==> src/hw/lockstep_pkg.sv <==
`default_nettype none

package lockstep_pkg;

   // lockstep group geometry
   localparam int n_lanes = 8;  // cores running in lockstep
   localparam int word_w  = 32; // data word of one core
   localparam int count_w = 4;  // holds 0 .. n_lanes

   typedef logic [n_lanes-1:0]        lane_mask_t; // one bit per core
   typedef logic [word_w-1:0]         word_t;
   typedef logic [n_lanes*word_w-1:0] lane_data_t; // lane i in word slice i
   typedef logic [count_w-1:0]        count_t;

   // number of set lanes in a mask
   function automatic count_t popcount(lane_mask_t mask);
      count_t ones;
      ones = '0;
      for (int i = 0; i < n_lanes; i++) begin
         ones = ones + count_t'(mask[i]);
      end
      return ones;
   endfunction

   // lane i word out of the packed bus
   function automatic word_t lane_word(lane_data_t data, int lane);
      word_t word;
      word = data[lane*word_w +: word_w];
      return word;
   endfunction

endpackage

`default_nettype wire

==> src/hw/grant_gather.sv <==
`timescale 1ns/10ps
`default_nettype none

// forwards core requests to memory and holds back the grants
// until the whole batch has been granted
module grant_gather import lockstep_pkg::*; (
   input  wire logic       clk_i,
   input  wire logic       rst_ni,
   input  wire logic       same_address,  // all cores hit one address
   input  wire lane_mask_t req_i,         // held by the cores until gnt_o
   input  wire lane_mask_t gnt_i,         // one pulse per forwarded request
   output lane_mask_t      req_o,
   output lane_mask_t      gnt_o,
   output logic            grant_release  // batch fully granted this cycle
);

   count_t gnt_cnt_q;    // grants seen so far in this batch
   count_t gnt_now;      // grant pulses this cycle
   count_t gnt_total;    // counted plus this cycle
   count_t gnt_expected; // grants needed before release
   logic   release_now;

   // request forwarding
   always_comb begin
      req_o = '0;
      if (same_address) begin
         // one memory access serves the group, lane 0 carries it
         req_o[0] = |req_i;
      end else begin
         req_o = req_i; // independent accesses, pass all
      end
   end

   // how many grants close the batch
   always_comb begin
      if (same_address) begin
         gnt_expected = count_t'(1); // single shared access
      end else begin
         gnt_expected = popcount(req_i);
      end
   end

   assign gnt_now   = popcount(gnt_i);
   assign gnt_total = gnt_cnt_q + gnt_now;

   // release when the last outstanding grant shows up
   assign release_now = (gnt_expected != '0) && (gnt_total == gnt_expected);

   // every requester gets its grant in the same cycle
   assign gnt_o         = release_now ? req_i : '0;
   assign grant_release = release_now;

   // grant counter
   always_ff @(posedge clk_i) begin
      if (!rst_ni) begin
         gnt_cnt_q <= '0;
      end else if (release_now) begin
         gnt_cnt_q <= '0;        // batch closed, start over
      end else begin
         gnt_cnt_q <= gnt_total; // keep adding pulses
      end
   end

endmodule

`default_nettype wire

==> src/hw/lockstep_unit.sv <==
`timescale 1ns/10ps
`default_nettype none

// memory front end for a group of lockstep cores
// grants and responses go back to the cores as whole batches
module lockstep_unit import lockstep_pkg::*; (
   input  wire logic       clk_i,
   input  wire logic       rst_ni,
   input  wire logic       same_address, // group accesses one address

   // core side requests
   input  wire lane_mask_t req_i,

   // memory side
   input  wire lane_mask_t gnt_i,
   input  wire lane_mask_t rvalid_i,
   input  wire lane_data_t rdata_i,

   output lane_mask_t      req_o,   // to memory
   output lane_mask_t      gnt_o,   // to cores, whole batch at once
   output lane_mask_t      rvalid_o,
   output lane_data_t      rdata_o
);

   logic grant_release; // batch fully granted

   // request forwarding and grant gathering
   grant_gather u_grant_gather (
      .clk_i         (clk_i),
      .rst_ni        (rst_ni),
      .same_address  (same_address),
      .req_i         (req_i),
      .gnt_i         (gnt_i),
      .req_o         (req_o),
      .gnt_o         (gnt_o),
      .grant_release (grant_release)
   );

   // response gathering
   // batch mask latched from req_i at grant release
   response_gather u_response_gather (
      .clk_i         (clk_i),
      .rst_ni        (rst_ni),
      .grant_release (grant_release),
      .req_i         (req_i),
      .same_address  (same_address),
      .rvalid_i      (rvalid_i),
      .rdata_i       (rdata_i),
      .rvalid_o      (rvalid_o),
      .rdata_o       (rdata_o)
   );

endmodule

`default_nettype wire

==> src/hw/response_gather.sv <==
`timescale 1ns/10ps
`default_nettype none

// collects read responses of the outstanding batch and hands
// them to all requesting cores at once
module response_gather import lockstep_pkg::*; (
   input  wire logic       clk_i,
   input  wire logic       rst_ni,
   input  wire logic       grant_release, // batch granted, latch it
   input  wire lane_mask_t req_i,
   input  wire logic       same_address,
   input  wire lane_mask_t rvalid_i,      // one pulse per forwarded request
   input  wire lane_data_t rdata_i,       // valid where rvalid_i is high
   output lane_mask_t      rvalid_o,
   output lane_data_t      rdata_o
);

   lane_mask_t pending_q;     // cores waiting for data
   logic       shared_q;      // batch was a shared access
   count_t     rsp_cnt_q;     // responses seen so far
   count_t     rsp_now;       // responses counted this cycle
   count_t     rsp_total;
   count_t     rsp_expected;
   logic       batch_done;
   lane_data_t rdata_q;       // last word per lane
   word_t      word_now [n_lanes]; // freshest word per lane

   // responses that count toward the batch
   always_comb begin
      if (shared_q) begin
         rsp_now = count_t'(rvalid_i[0]); // only lane 0 went out
      end else begin
         rsp_now = popcount(rvalid_i);
      end
   end

   always_comb begin
      if (shared_q) begin
         rsp_expected = count_t'(1);
      end else begin
         rsp_expected = popcount(pending_q);
      end
   end

   assign rsp_total  = rsp_cnt_q + rsp_now;
   assign batch_done = (pending_q != '0) && (rsp_total == rsp_expected);

   // batch state
   always_ff @(posedge clk_i) begin
      if (!rst_ni) begin
         pending_q <= '0;
         shared_q  <= 1'b0;
         rsp_cnt_q <= '0;
      end else begin
         if (grant_release) begin
            // next batch may be granted as the previous one completes
            pending_q <= req_i;
            shared_q  <= same_address;
         end else if (batch_done) begin
            pending_q <= '0;
            shared_q  <= 1'b0;
         end
         if (batch_done) begin
            rsp_cnt_q <= '0;
         end else begin
            rsp_cnt_q <= rsp_total;
         end
      end
   end

   // read data capture, per lane
   always_ff @(posedge clk_i) begin
      for (int i = 0; i < n_lanes; i++) begin
         if (rvalid_i[i]) begin
            rdata_q[i*word_w +: word_w] <= lane_word(rdata_i, i);
         end
      end
   end

   // bypass the register for words arriving right now
   always_comb begin
      for (int i = 0; i < n_lanes; i++) begin
         if (rvalid_i[i]) begin
            word_now[i] = lane_word(rdata_i, i);
         end else begin
            word_now[i] = lane_word(rdata_q, i);
         end
      end
   end

   // release all responses together
   always_comb begin
      rvalid_o = '0;
      rdata_o  = '0;
      if (batch_done) begin
         rvalid_o = pending_q;
         for (int i = 0; i < n_lanes; i++) begin
            if (shared_q) begin
               rdata_o[i*word_w +: word_w] = word_now[0]; // broadcast core 0 data
            end else begin
               rdata_o[i*word_w +: word_w] = word_now[i];
            end
         end
      end
   end

endmodule

`default_nettype wire

==> config.mk <==
export PLATFORM = sky130hd
export DESIGN_NAME = lockstep_unit
export DESIGN_NICKNAME = d
export VERILOG_FILES = /design/src/hw/lockstep_pkg.sv /design/src/hw/grant_gather.sv /design/src/hw/lockstep_unit.sv /design/src/hw/response_gather.sv
export SDC_FILE = /design/constraint.sdc
export NUM_CORES = 1
export LEC_CHECK = 0
export BUFFER_PORTS_ARGS = -buffer_cell sky130_fd_sc_hd__buf_2
export CAP_MARGIN = 30
export CORE_AREA = 2 2 222 224
export CTS_CLUSTER_SIZE = 12
export DETAILED_ROUTE_END_ITERATION = 8
export DIE_AREA = 0 0 224 226
export SYNTH_ARGS = -nofsm -noshare
export SYNTH_HDL_FRONTEND = slang
export SYNTH_SLANG_ARGS = --single-unit
==> constraint.sdc <==
create_clock -name clk_i -period 6.2 [get_ports clk_i]
set_clock_uncertainty 0.2 [all_clocks]
set_input_delay 0.93 -clock clk_i [delete_from_list [all_inputs] [get_ports clk_i]]
set_output_delay 0.93 -clock clk_i [all_outputs]
set_load 0.005 [all_outputs]
==> flow_summary.yaml, run 1 <==
cts:
  cts.clk_slew.worst_paths_ns: 0.06
  cts_tree: "yes"
  cts_root_buf: "clkbuf_16"
  clkSinkCount: 273
  htree_num_levels: 1
  hold_buffers: 0
  clock_latency_ns: 0.58
  cts_max_path_buffers: 3
  cts_buffers: 31
logic_synthesis:
  yosys.area.top_type: "dfxtp_1"
  synth_area_per_cell_um2: 9.31
  syn_area_um2: 12800
  ys_types: 46
  synth-seq-cells: 273
  netlist.area_leader.share_pct: 42.7
  synth-simple-area-share_pct: 19.9
  synth_compound_area_share_pct: 2.11
  synth_top_family_by_area: "multiplexers"
  yosys-mux-area-fraction_pct: 22.4
  synth_edf_count: 0
  ys_seq_area_share_pct: 42.7
  yosys.area_share.xor_xnor_pct: 0.919
  ys.flop_type: "dfxtp_1"
  ys_async_sr_fraction_pct: 0
  synth_nets: 1698
  yosys_warnings: 0
  syn_inst: 1375
  synthAdderAreaFrac_pct: 4.91
  synthTopCellsByArea: "dfxtp_1, mux2_2, nor3_1"
detailed_routing:
  drtIter0Drc: 450
  wl_per_cell_um: 18.8
  dr.pass1.iters: 4
  drtAntennaViolNets: 0
  drt-total-wl_um: 48600
  via_per_inst: 4.74
  drc: 0
  num_vias: 12256
worst_hold_path:
  worstHoldStart: "u_response_gather.rdata_q[251]"
  whs_endpoint: "u_response_gather.rdata_q[251]"
  holdPathStages: 1
  min_path_type: "register to register"
global_route:
  grt_max_degree: 82
  grt_use_total_pct: 17.7
  overflow: 0
  antenna_found_initial: 5
  met1_usage_pct: 20.8
  grt_use_met2_pct: 30.9
  first_global_vias: 12033
  grt_pass1_wl_um: 69000
  use_met3_pct: 3.51
  grt-busiest-layer: "met2"
worst_setup_path:
  worst_ep_required_time_ns: 5.07
  reg2reg_from: "u_response_gather.pending_q[0]"
  cp_slowest_cell: "fa_1"
  reg2reg_depth: 15
  cp-start-kind: "input port"
  arrival_ns: 5.53
  path_class: "input port to output port"
  slowest_delay_ns: 0.54
  ff2ff_setup_slack_ns: 1.80
  path_cells: "buf_6 > ha_4 > inv_2 > fa_1 > fa_1 > fa_2 > fa_1 > or2_4 > fa_2 > or3_4 > a211oi_2 > and4_4 > mux2i_4 > buf_12 > buf_4 > nor3_1 > buf_2"
  cp_common_cell: "fa_1"
  end_kind: "output port"
  critPathMaxFanout: 22
  r2r_end: "u_response_gather.pending_q[7]"
final_layout:
  final_cells: 2586
  fillCellCount: 4860
  synthToLayoutAreaGrowth_pct: 44.6
  area.sequential_um2: 5470
  stdcell_area_um2: 18500
  drive_above_1_share_pct: 55.3
  layout_common_cells: "buf_2, nor2_1, dfxtp_1"
  multi_input_area_um2: 7370
  nets: 2263
  final_common_cell: "buf_2"
floorplanning:
  core_area_um2: 48300
  rows: 81
  initial_core_util_pct: 26.5
  die_w_um: 224
  dieArea_um2: 50600
  fp.dieH_um: 226
  io_pins: 563
place:
  dp_slack_ns: -0.692
  dpl.cell_count: 2525
  gp_congestion: 0.887
  hpwl_um: 35500
  placed_cell_area_um2: 16500
  portBuffers: 562
power_and_ir_drop:
  p_leak_nw: 8.94
  ir_worst_vdd_v: 0.000258
  power_density_nw_per_um2: 398
run_status:
  outcome: "complete, but fails checks"
  violations: "setup timing"
timing:
  fin_crit_sh_pct: 107
  fmax_mhz: 150
  period_needed_ns: 6.66
  relSlewSlack_pct: 16.3
  setup_violations: 264
  finalHoldViolations: 0
  fin_ws_ns: -0.456
  fin_hold_ws_ns: 0.272
  drv_slew: 0
  rsz0062_at_grt: "yes"
  worst_slew_pin_slew_ns: 1.25
job:
  drv_cap: 0
==> Yosys cell counts, drive strengths merged (3+ instances only) <==
cell and number:
nor2 303, dfxtp 273, nor3 229, mux2 225
inv 93, clkbuf 56, buf 39, mux2i 33
ha 23, fa 17, nand2 10, nand4 8
o32ai 8, a21oi 6, nor2b 5, xor2 5
and3 4, a21o 3, nand2b 3, o211ai 3
o21ai 3, or3 3, xnor2 3
==> layout make-up <==
class,count,share of cell area (%)
clock buffers,48,5.19
multi-input cells,914,39.8
flip-flops and latches,273,29.5
repair buffers,627,18.7
inverters,93,1.89
clock inverters,7,0.554
diodes,2,0.0270
well taps,622,4.20
==> timing repair <==
item,in CTS,in global routing
setup buffers,1,1
pin swaps,13,0
endpoints found under the setup margin,264,272
hold endpoints to repair,0,0
resized for setup,95,80
cloned,0,1
==> metrics by stage <==
step	power (mW)	setup TNS (ns)	utilization [%]
after floorplan	3.98	-0.893	-
after CTS	7.23	-105.49	37.4
final	7.36	-98.54	38.3
after global placement	5.09	-132.43	34.2
after global routing	7.78	-131.18	38.3
after detailed placement	5.13	-144.16	34.2
==> worst max-delay path: cells and delay by family <==
family | cells | cell delay, ns
adders and majority gates | 6 | 2.51
and+or+nand+nor | 4 | 1.09
buffers and inverters | 5 | 0.66
AOI/OAI and AO/OA | 1 | 0.18
muxes | 1 | 0.09
==> metal layers <==
metal,up-vias,share of wire (%)
met4,6,3.9
met5,-,0.058
li1,5736,-
met3,120,6.7
met2,516,50
met1,5878,40
==> cells by family after synthesis <==
logic type	after synthesis
AOI/OAI and AO/OA	30
xor gates and xnor gates	10
adders and majority gates	40
buffers and inverters	188
DFF	273
muxes	258
and+or+nand+nor	576
==> report_power, final <==
group	total [mW]	leakage [nW]	internal (mW)	switching, mW
registers	2.05	2.30	1.97	0.0791
logic	3.40	6.12	1.46	1.95
clock network	1.90	0.524	1.14	0.763
==> worst max-delay path by stage <==
stage | slack [ns] | endpoint | startpoint
floorplan | -0.005 | rdata_o[243] | rvalid_i[0]
global placement | -0.63 | rdata_o[68] | rvalid_i[0]
detailed placement | -0.69 | rdata_o[68] | rvalid_i[1]
CTS | -0.46 | rdata_o[73] | rvalid_i[1]
global route | -0.56 | rdata_o[73] | rvalid_i[0]
finish | -0.46 | rdata_o[170] | rvalid_i[1]
==> state kept, by name, indices dropped and copies added, names as in the netlist <==
register                     count
u_response_gather.rdata_q      256
u_response_gather.pending_q      8
u_grant_gather.gnt_cnt_q         4
u_response_gather.rsp_cnt_q      4
u_response_gather.shared_q       1
No activity file was read; power rests on OpenSTA's default activity.
==> inputs of run 2 (changes only) <==
--- a/config.mk
+++ b/config.mk
@@ -11,6 +11,7 @@
 export CTS_CLUSTER_SIZE = 12
 export DETAILED_ROUTE_END_ITERATION = 8
 export DIE_AREA = 0 0 224 226
+export PLACE_DENSITY = 0.52
 export SYNTH_ARGS = -nofsm -noshare
 export SYNTH_HDL_FRONTEND = slang
 export SYNTH_SLANG_ARGS = --single-unit
==> flow_summary.yaml, run 2 (synthesis results as in run 1) <==
run_status:
  outcome: "complete, but fails checks"
  violations: "setup timing"
power_and_ir_drop:
  p_leak_nw: 9.03
  power_density_nw_per_um2: 410
  ir_worst_vdd_v: 0.000231
  power.total_mw: 7.71
worst_setup_path:
  arrival_ns: 5.58
  critPathMaxFanout: 18
  r2r_end: "u_response_gather.rsp_cnt_q[0]"
  cp-start-kind: "input port"
  path_class: "input port to output port"
  ff2ff_setup_slack_ns: 1.78
  reg2reg_depth: 16
  cp.buffers_inverters: 5
  path_cells: "buf_6 > ha_4 > inv_2 > fa_1 > fa_1 > fa_2 > fa_1 > or2_4 > fa_2 > or3_4 > a211oi_2 > and4_4 > mux2i_4 > buf_12 > buf_16 > nor3_1 > buf_2"
  cp_slowest_cell: "fa_1"
  cp_top_family: "adder cells"
  end_kind: "output port"
  slowest_delay_ns: 0.54
  worst_ep_required_time_ns: 5.07
  reg2reg_from: "u_response_gather.pending_q[0]"
  cp_common_cell: "fa_1"
worst_hold_path:
  whs_endpoint: "u_response_gather.rdata_q[176]"
  min_path_type: "register to register"
  holdPathStages: 1
  worstHoldStart: "u_response_gather.rdata_q[176]"
timing:
  finalHoldViolations: 0
  rsz0062_at_grt: "yes"
  relSlewSlack_pct: 8.67
  drv_slew: 0
  fin_ws_ns: -0.507
  fmax_mhz: 149
  worst_slew_pin_slew_ns: 1.36
  period_needed_ns: 6.71
  setup_violations: 264
  fin_crit_sh_pct: 108
  fin_tns_setup_ns: -106.47
global_route:
  first_global_vias: 12046
  grt_max_degree: 88
  overflow: 0
  grt_use_total_pct: 19.1
  grt_pass1_wl_um: 73000
  antenna_found_initial: 12
detailed_routing:
  drc: 0
  drt-total-wl_um: 51600
  drtIter0Drc: 487
  drtAntennaViolNets: 0
  wl_per_cell_um: 19.9
  via_per_inst: 4.71
  num_vias: 12228
  dr.pass1.iters: 5
place:
  portBuffers: 562
  gp_congestion: 0.880
  hpwl_um: 37200
cts:
  cts_buffers: 34
  cts_max_path_buffers: 3
  cts.clk_slew.worst_paths_ns: 0.06
  cts_tree: "yes"
  cts_root_buf: "clkbuf_16"
  clock_latency_ns: 0.53
  htree_num_levels: 2
  hold_buffers: 0
  clkSinkCount: 273
floorplanning:
  dieArea_um2: 50600
  fp.dieH_um: 226
  initial_core_util_pct: 26.5
  io_pins: 563
  die_w_um: 224
  core_area_um2: 48300
  rows: 81
final_layout:
  final_common_cell: "buf_2"
  drive_above_1_share_pct: 55.7
  largest-register: "u_response_gather.rdata_q"
  layout_common_cells: "buf_2, nor2_1, dfxtp_1"
  top_regs: "u_response_gather.rdata_q: 256 flops, u_response_gather.pending_q: 8 flops"
  largest_reg_flops: 256
  nets: 2266
  final_util_pct: 38.9
  synthToLayoutAreaGrowth_pct: 47.0
job:
  drv_cap: 0
[run 2: cell count changes in the layout (fill, tap and decap cells not counted), sizes merged]
cell	previous run	this run
bufinv	2	3
clkbuf	49	53
buf	626	625
inv	94	95
diode	2	8
[run 2: cell type report]
class | count | area, µm²
multi-input combinational | 914 | 7470
clock buffer | 51 | 1050
sequential | 273 | 5470
timing repair buffer | 627 | 3560
antenna | 8 | 20.0
inverter | 93 | 349
clock inverter | 9 | 131
fill | 4902 | 29500
tap | 622 | 778
[run 2: worst max-delay path by stage]
stage | depth (start not counted) | startpoint | to
final | 17 | rvalid_i[1] | rdata_o[84]
after global routing | 17 | rvalid_i[1] | rdata_o[159]
after detailed placement | 17 | rvalid_i[0] | rdata_o[125]
after floorplan | 15 | rvalid_i[0] | rdata_o[243]
after CTS | 17 | rvalid_i[1] | rdata_o[125]
after global placement | 17 | rvalid_i[0] | rdata_o[64]
[run 2: power breakdown]
group          switching (mW)  internal (mW)  total [mW]
logic                    2.05           1.53        3.59
clock network           0.791           1.29        2.08
registers              0.0659           1.97        2.04
[run 2: repair_timing]
| item | 4_1_cts | 5_1_grt |
|---|---|---|
| setup endpoints to repair | 264 | 264 |
| setup buffers | 3 | 2 |
| gates cloned | 3 | 2 |
| pin swaps | 10 | 4 |
| gates resized for setup | 119 | 81 |
[run 2: metrics by stage]
step                cells  cell area (µm²)  worst slack (ns)  hold WS [ns]
CTS                  2580            18300            -0.520         0.274
global placement     2514            16400            -0.778         0.255
global route         2596            18800            -0.630         0.284
finish               2597            18800            -0.507         0.273
floorplan            1375            13000          -0.00498         0.243
detailed placement   2514            16400            -0.780         0.261
[run 2: metal layers]
layer  global-route usage, %  share of wire [%]
met2                    33.4                 50
met5                       0              0.079
met1                    22.7                 41
met3                    4.49                6.5
met4                    7.03                2.6
[run 2: worst register-to-register path: cells and delay by family (launching register included)]
kind / cells / cell delay, ns
AO/OA/AOI/OAI: 1 / 0.19
adder cells (fa/ha/maj): 5 / 1.98
buffers and inverters: 6 / 0.66
flip-flops: 1 / 0.35
multiplexers: 1 / 0.10
AND/OR/NAND/NOR: 3 / 0.82
==> inputs of run 3 (changes only) <==
--- a/config.mk
+++ b/config.mk
@@ -7,11 +7,11 @@
 export LEC_CHECK = 0
 export BUFFER_PORTS_ARGS = -buffer_cell sky130_fd_sc_hd__buf_2
 export CAP_MARGIN = 30
-export CORE_AREA = 2 2 222 224
+export CORE_AREA = 10 10 212 214
 export CTS_CLUSTER_SIZE = 12
 export DETAILED_ROUTE_END_ITERATION = 8
-export DIE_AREA = 0 0 224 226
-export PLACE_DENSITY = 0.52
+export DIE_AREA = 0 0 222 224
+export PLACE_DENSITY_LB_ADDON = 0.25
 export SYNTH_ARGS = -nofsm -noshare
 export SYNTH_HDL_FRONTEND = slang
 export SYNTH_SLANG_ARGS = --single-unit
==> flow_summary.yaml, run 3 (synthesis results as in run 1) <==
worst_hold_path:
  holdPathStages: 1
  min_path_type: "register to register"
place:
  dp_slack_ns: -0.820
  gp_congestion: 0.896
  portBuffers: 562
  hpwl_um: 40900
worst_setup_path:
  path_cells: "buf_6 > ha_4 > inv_2 > fa_2 > fa_1 > fa_2 > fa_1 > or2_4 > fa_2 > or3_4 > a211oi_2 > and4_4 > mux2i_4 > buf_12 > buf_16 > buf_6 > nor3_2 > buf_2"
  arrival_ns: 5.55
  critPathMaxFanout: 15
  cp_slowest_cell: "fa_2"
  reg2reg_depth: 18
  slowest_delay_ns: 0.55
  path_class: "input port to output port"
  worst_ep_required_time_ns: 5.07
  end_kind: "output port"
  cp-start-kind: "input port"
  cp_common_cell: "fa_2"
global_route:
  overflow: 0
  grt_use_total_pct: 21.0
  grt_pass1_wl_um: 81600
  first_global_vias: 13053
  grt_max_degree: 234
  antenna_found_initial: 18
cts:
  cts.clk_slew.worst_paths_ns: 0.06
  hold_buffers: 0
  htree_num_levels: 1
  cts_max_path_buffers: 3
  cts_root_buf: "clkbuf_16"
  cts_buffers: 31
  clock_latency_ns: 0.56
  cts_tree: "yes"
  clkSinkCount: 273
detailed_routing:
  num_vias: 12463
  wl_met1_um: 21800
  met2_length_um: 28900
  top_layer: "met5"
  dr.pass1.iters: 5
  drtIter0Drc: 633
  drc: 0
  wl_per_cell_um: 22.5
  via_per_inst: 4.95
  drtAntennaViolNets: 0
  wl_met3_um: 4490
  drt-total-wl_um: 56600
floorplanning:
  die_w_um: 222
  io_pins: 563
  dieArea_um2: 49700
  fp.dieH_um: 224
  initial_core_util_pct: 31.6
  rows: 74
  core_area_um2: 40600
final_layout:
  drive_above_1_share_pct: 58.1
  nets: 2273
  largest_reg_flops: 256
  top_regs: "u_response_gather.rdata_q: 256 flops, u_response_gather.pending_q: 8 flops"
  largest-register: "u_response_gather.rdata_q"
  final_common_cell: "buf_2"
  layout_common_cells: "buf_2, nor2_1, dfxtp_1"
  synthToLayoutAreaGrowth_pct: 51.1
timing:
  relSlewSlack_pct: 8.75
  finalHoldViolations: 0
  fin_crit_sh_pct: 108
  fin_ws_ns: -0.479
  rsz0062_at_grt: "yes"
  fmax_mhz: 150
  worst_slew_pin_slew_ns: 1.36
  period_needed_ns: 6.68
  fin_tns_setup_ns: -102.36
  drv_slew: 0
  setup_violations: 262
job:
  drv_cap: 0
run_status:
  violations: "setup timing"
  outcome: "complete, but fails checks"
power_and_ir_drop:
  ir_worst_vdd_v: 0.000297
  p_leak_nw: 9.19
  power_density_nw_per_um2: 408
-- run 3: changes by cell type in the layout (fill, tap and decap cells not counted), moves of 3 or more --
cell,previous run,this run
nor3_1,68,24
nor2_2,9,4
nor3_4,26,58
clkbuf_8,11,7
buf_4,41,32
diode_2,8,13
buf_12,2,13
buf_6,18,14
nor2_4,0,7
clkinv_2,2,5
nor3_2,135,147
buf_8,0,4
-- run 3: power breakdown --
group,internal [mW],total [mW],switching [mW]
clock network,1.05,1.82,0.775
registers,1.97,2.04,0.0696
logic,1.75,4.01,2.26
-- run 3: final cells by class --
cell class	instances	area (µm²)
clock buffers	45	898
well taps	532	666
fillers	3880	21200
diodes	13	32.5
clock inverters	11	108
multi-input cells	914	7930
repair buffers	637	3890
inverters	93	349
flip-flops and latches	273	5470
-- run 3: through the flow --
stage	total power, mW	utilization, %	cell area, µm²	std cells	hold slack (ns)
5_1_grt	8.35	47.7	19300	2515	0.282
3_3_place_gp	5.12	40.2	16300	2425	0.256
6_report	7.88	47.7	19300	2518	0.273
2_1_floorplan	3.98	-	13000	1375	0.243
3_5_place_dp	5.16	40.2	16300	2425	0.261
4_1_cts	7.54	45.5	18400	2488	0.276
-- run 3: critical path, delay by kind of cell --
| family | cells | cell delay [ns] |
|---|---|---|
| and+or+nand+nor | 4 | 1.06 |
| adders and majority gates | 6 | 2.49 |
| AOI/OAI and AO/OA | 1 | 0.18 |
| buffers and inverters | 6 | 0.78 |
| muxes | 1 | 0.08 |
-- run 3: worst paths after layout --
kind,from,endpoint,slack (ns)
worst max-delay path,rvalid_i[1],rdata_o[158],-0.48
worst min-delay path,u_response_gather.rdata_q[57],u_response_gather.rdata_q[57],0.27
worst max register to register,u_response_gather.pending_q[0],u_response_gather.rsp_cnt_q[2],1.50
worst min register to register,u_response_gather.rdata_q[57],u_response_gather.rdata_q[57],0.27
-- run 3: metal layers --
layer	global-route usage (%)	vias to the layer above
met3	5.47	97
met4	6.43	10
met2	38.1	486
li1	-	5800
met1	23.7	6070
met5	0	-
-- run 3: repair_timing --
item / CTS / global route
gates resized for setup: 204 / 119
gates cloned: 4 / 7
setup buffers: 4 / 1
endpoints found under the setup margin: 264 / 264
pin swaps: 39 / 11
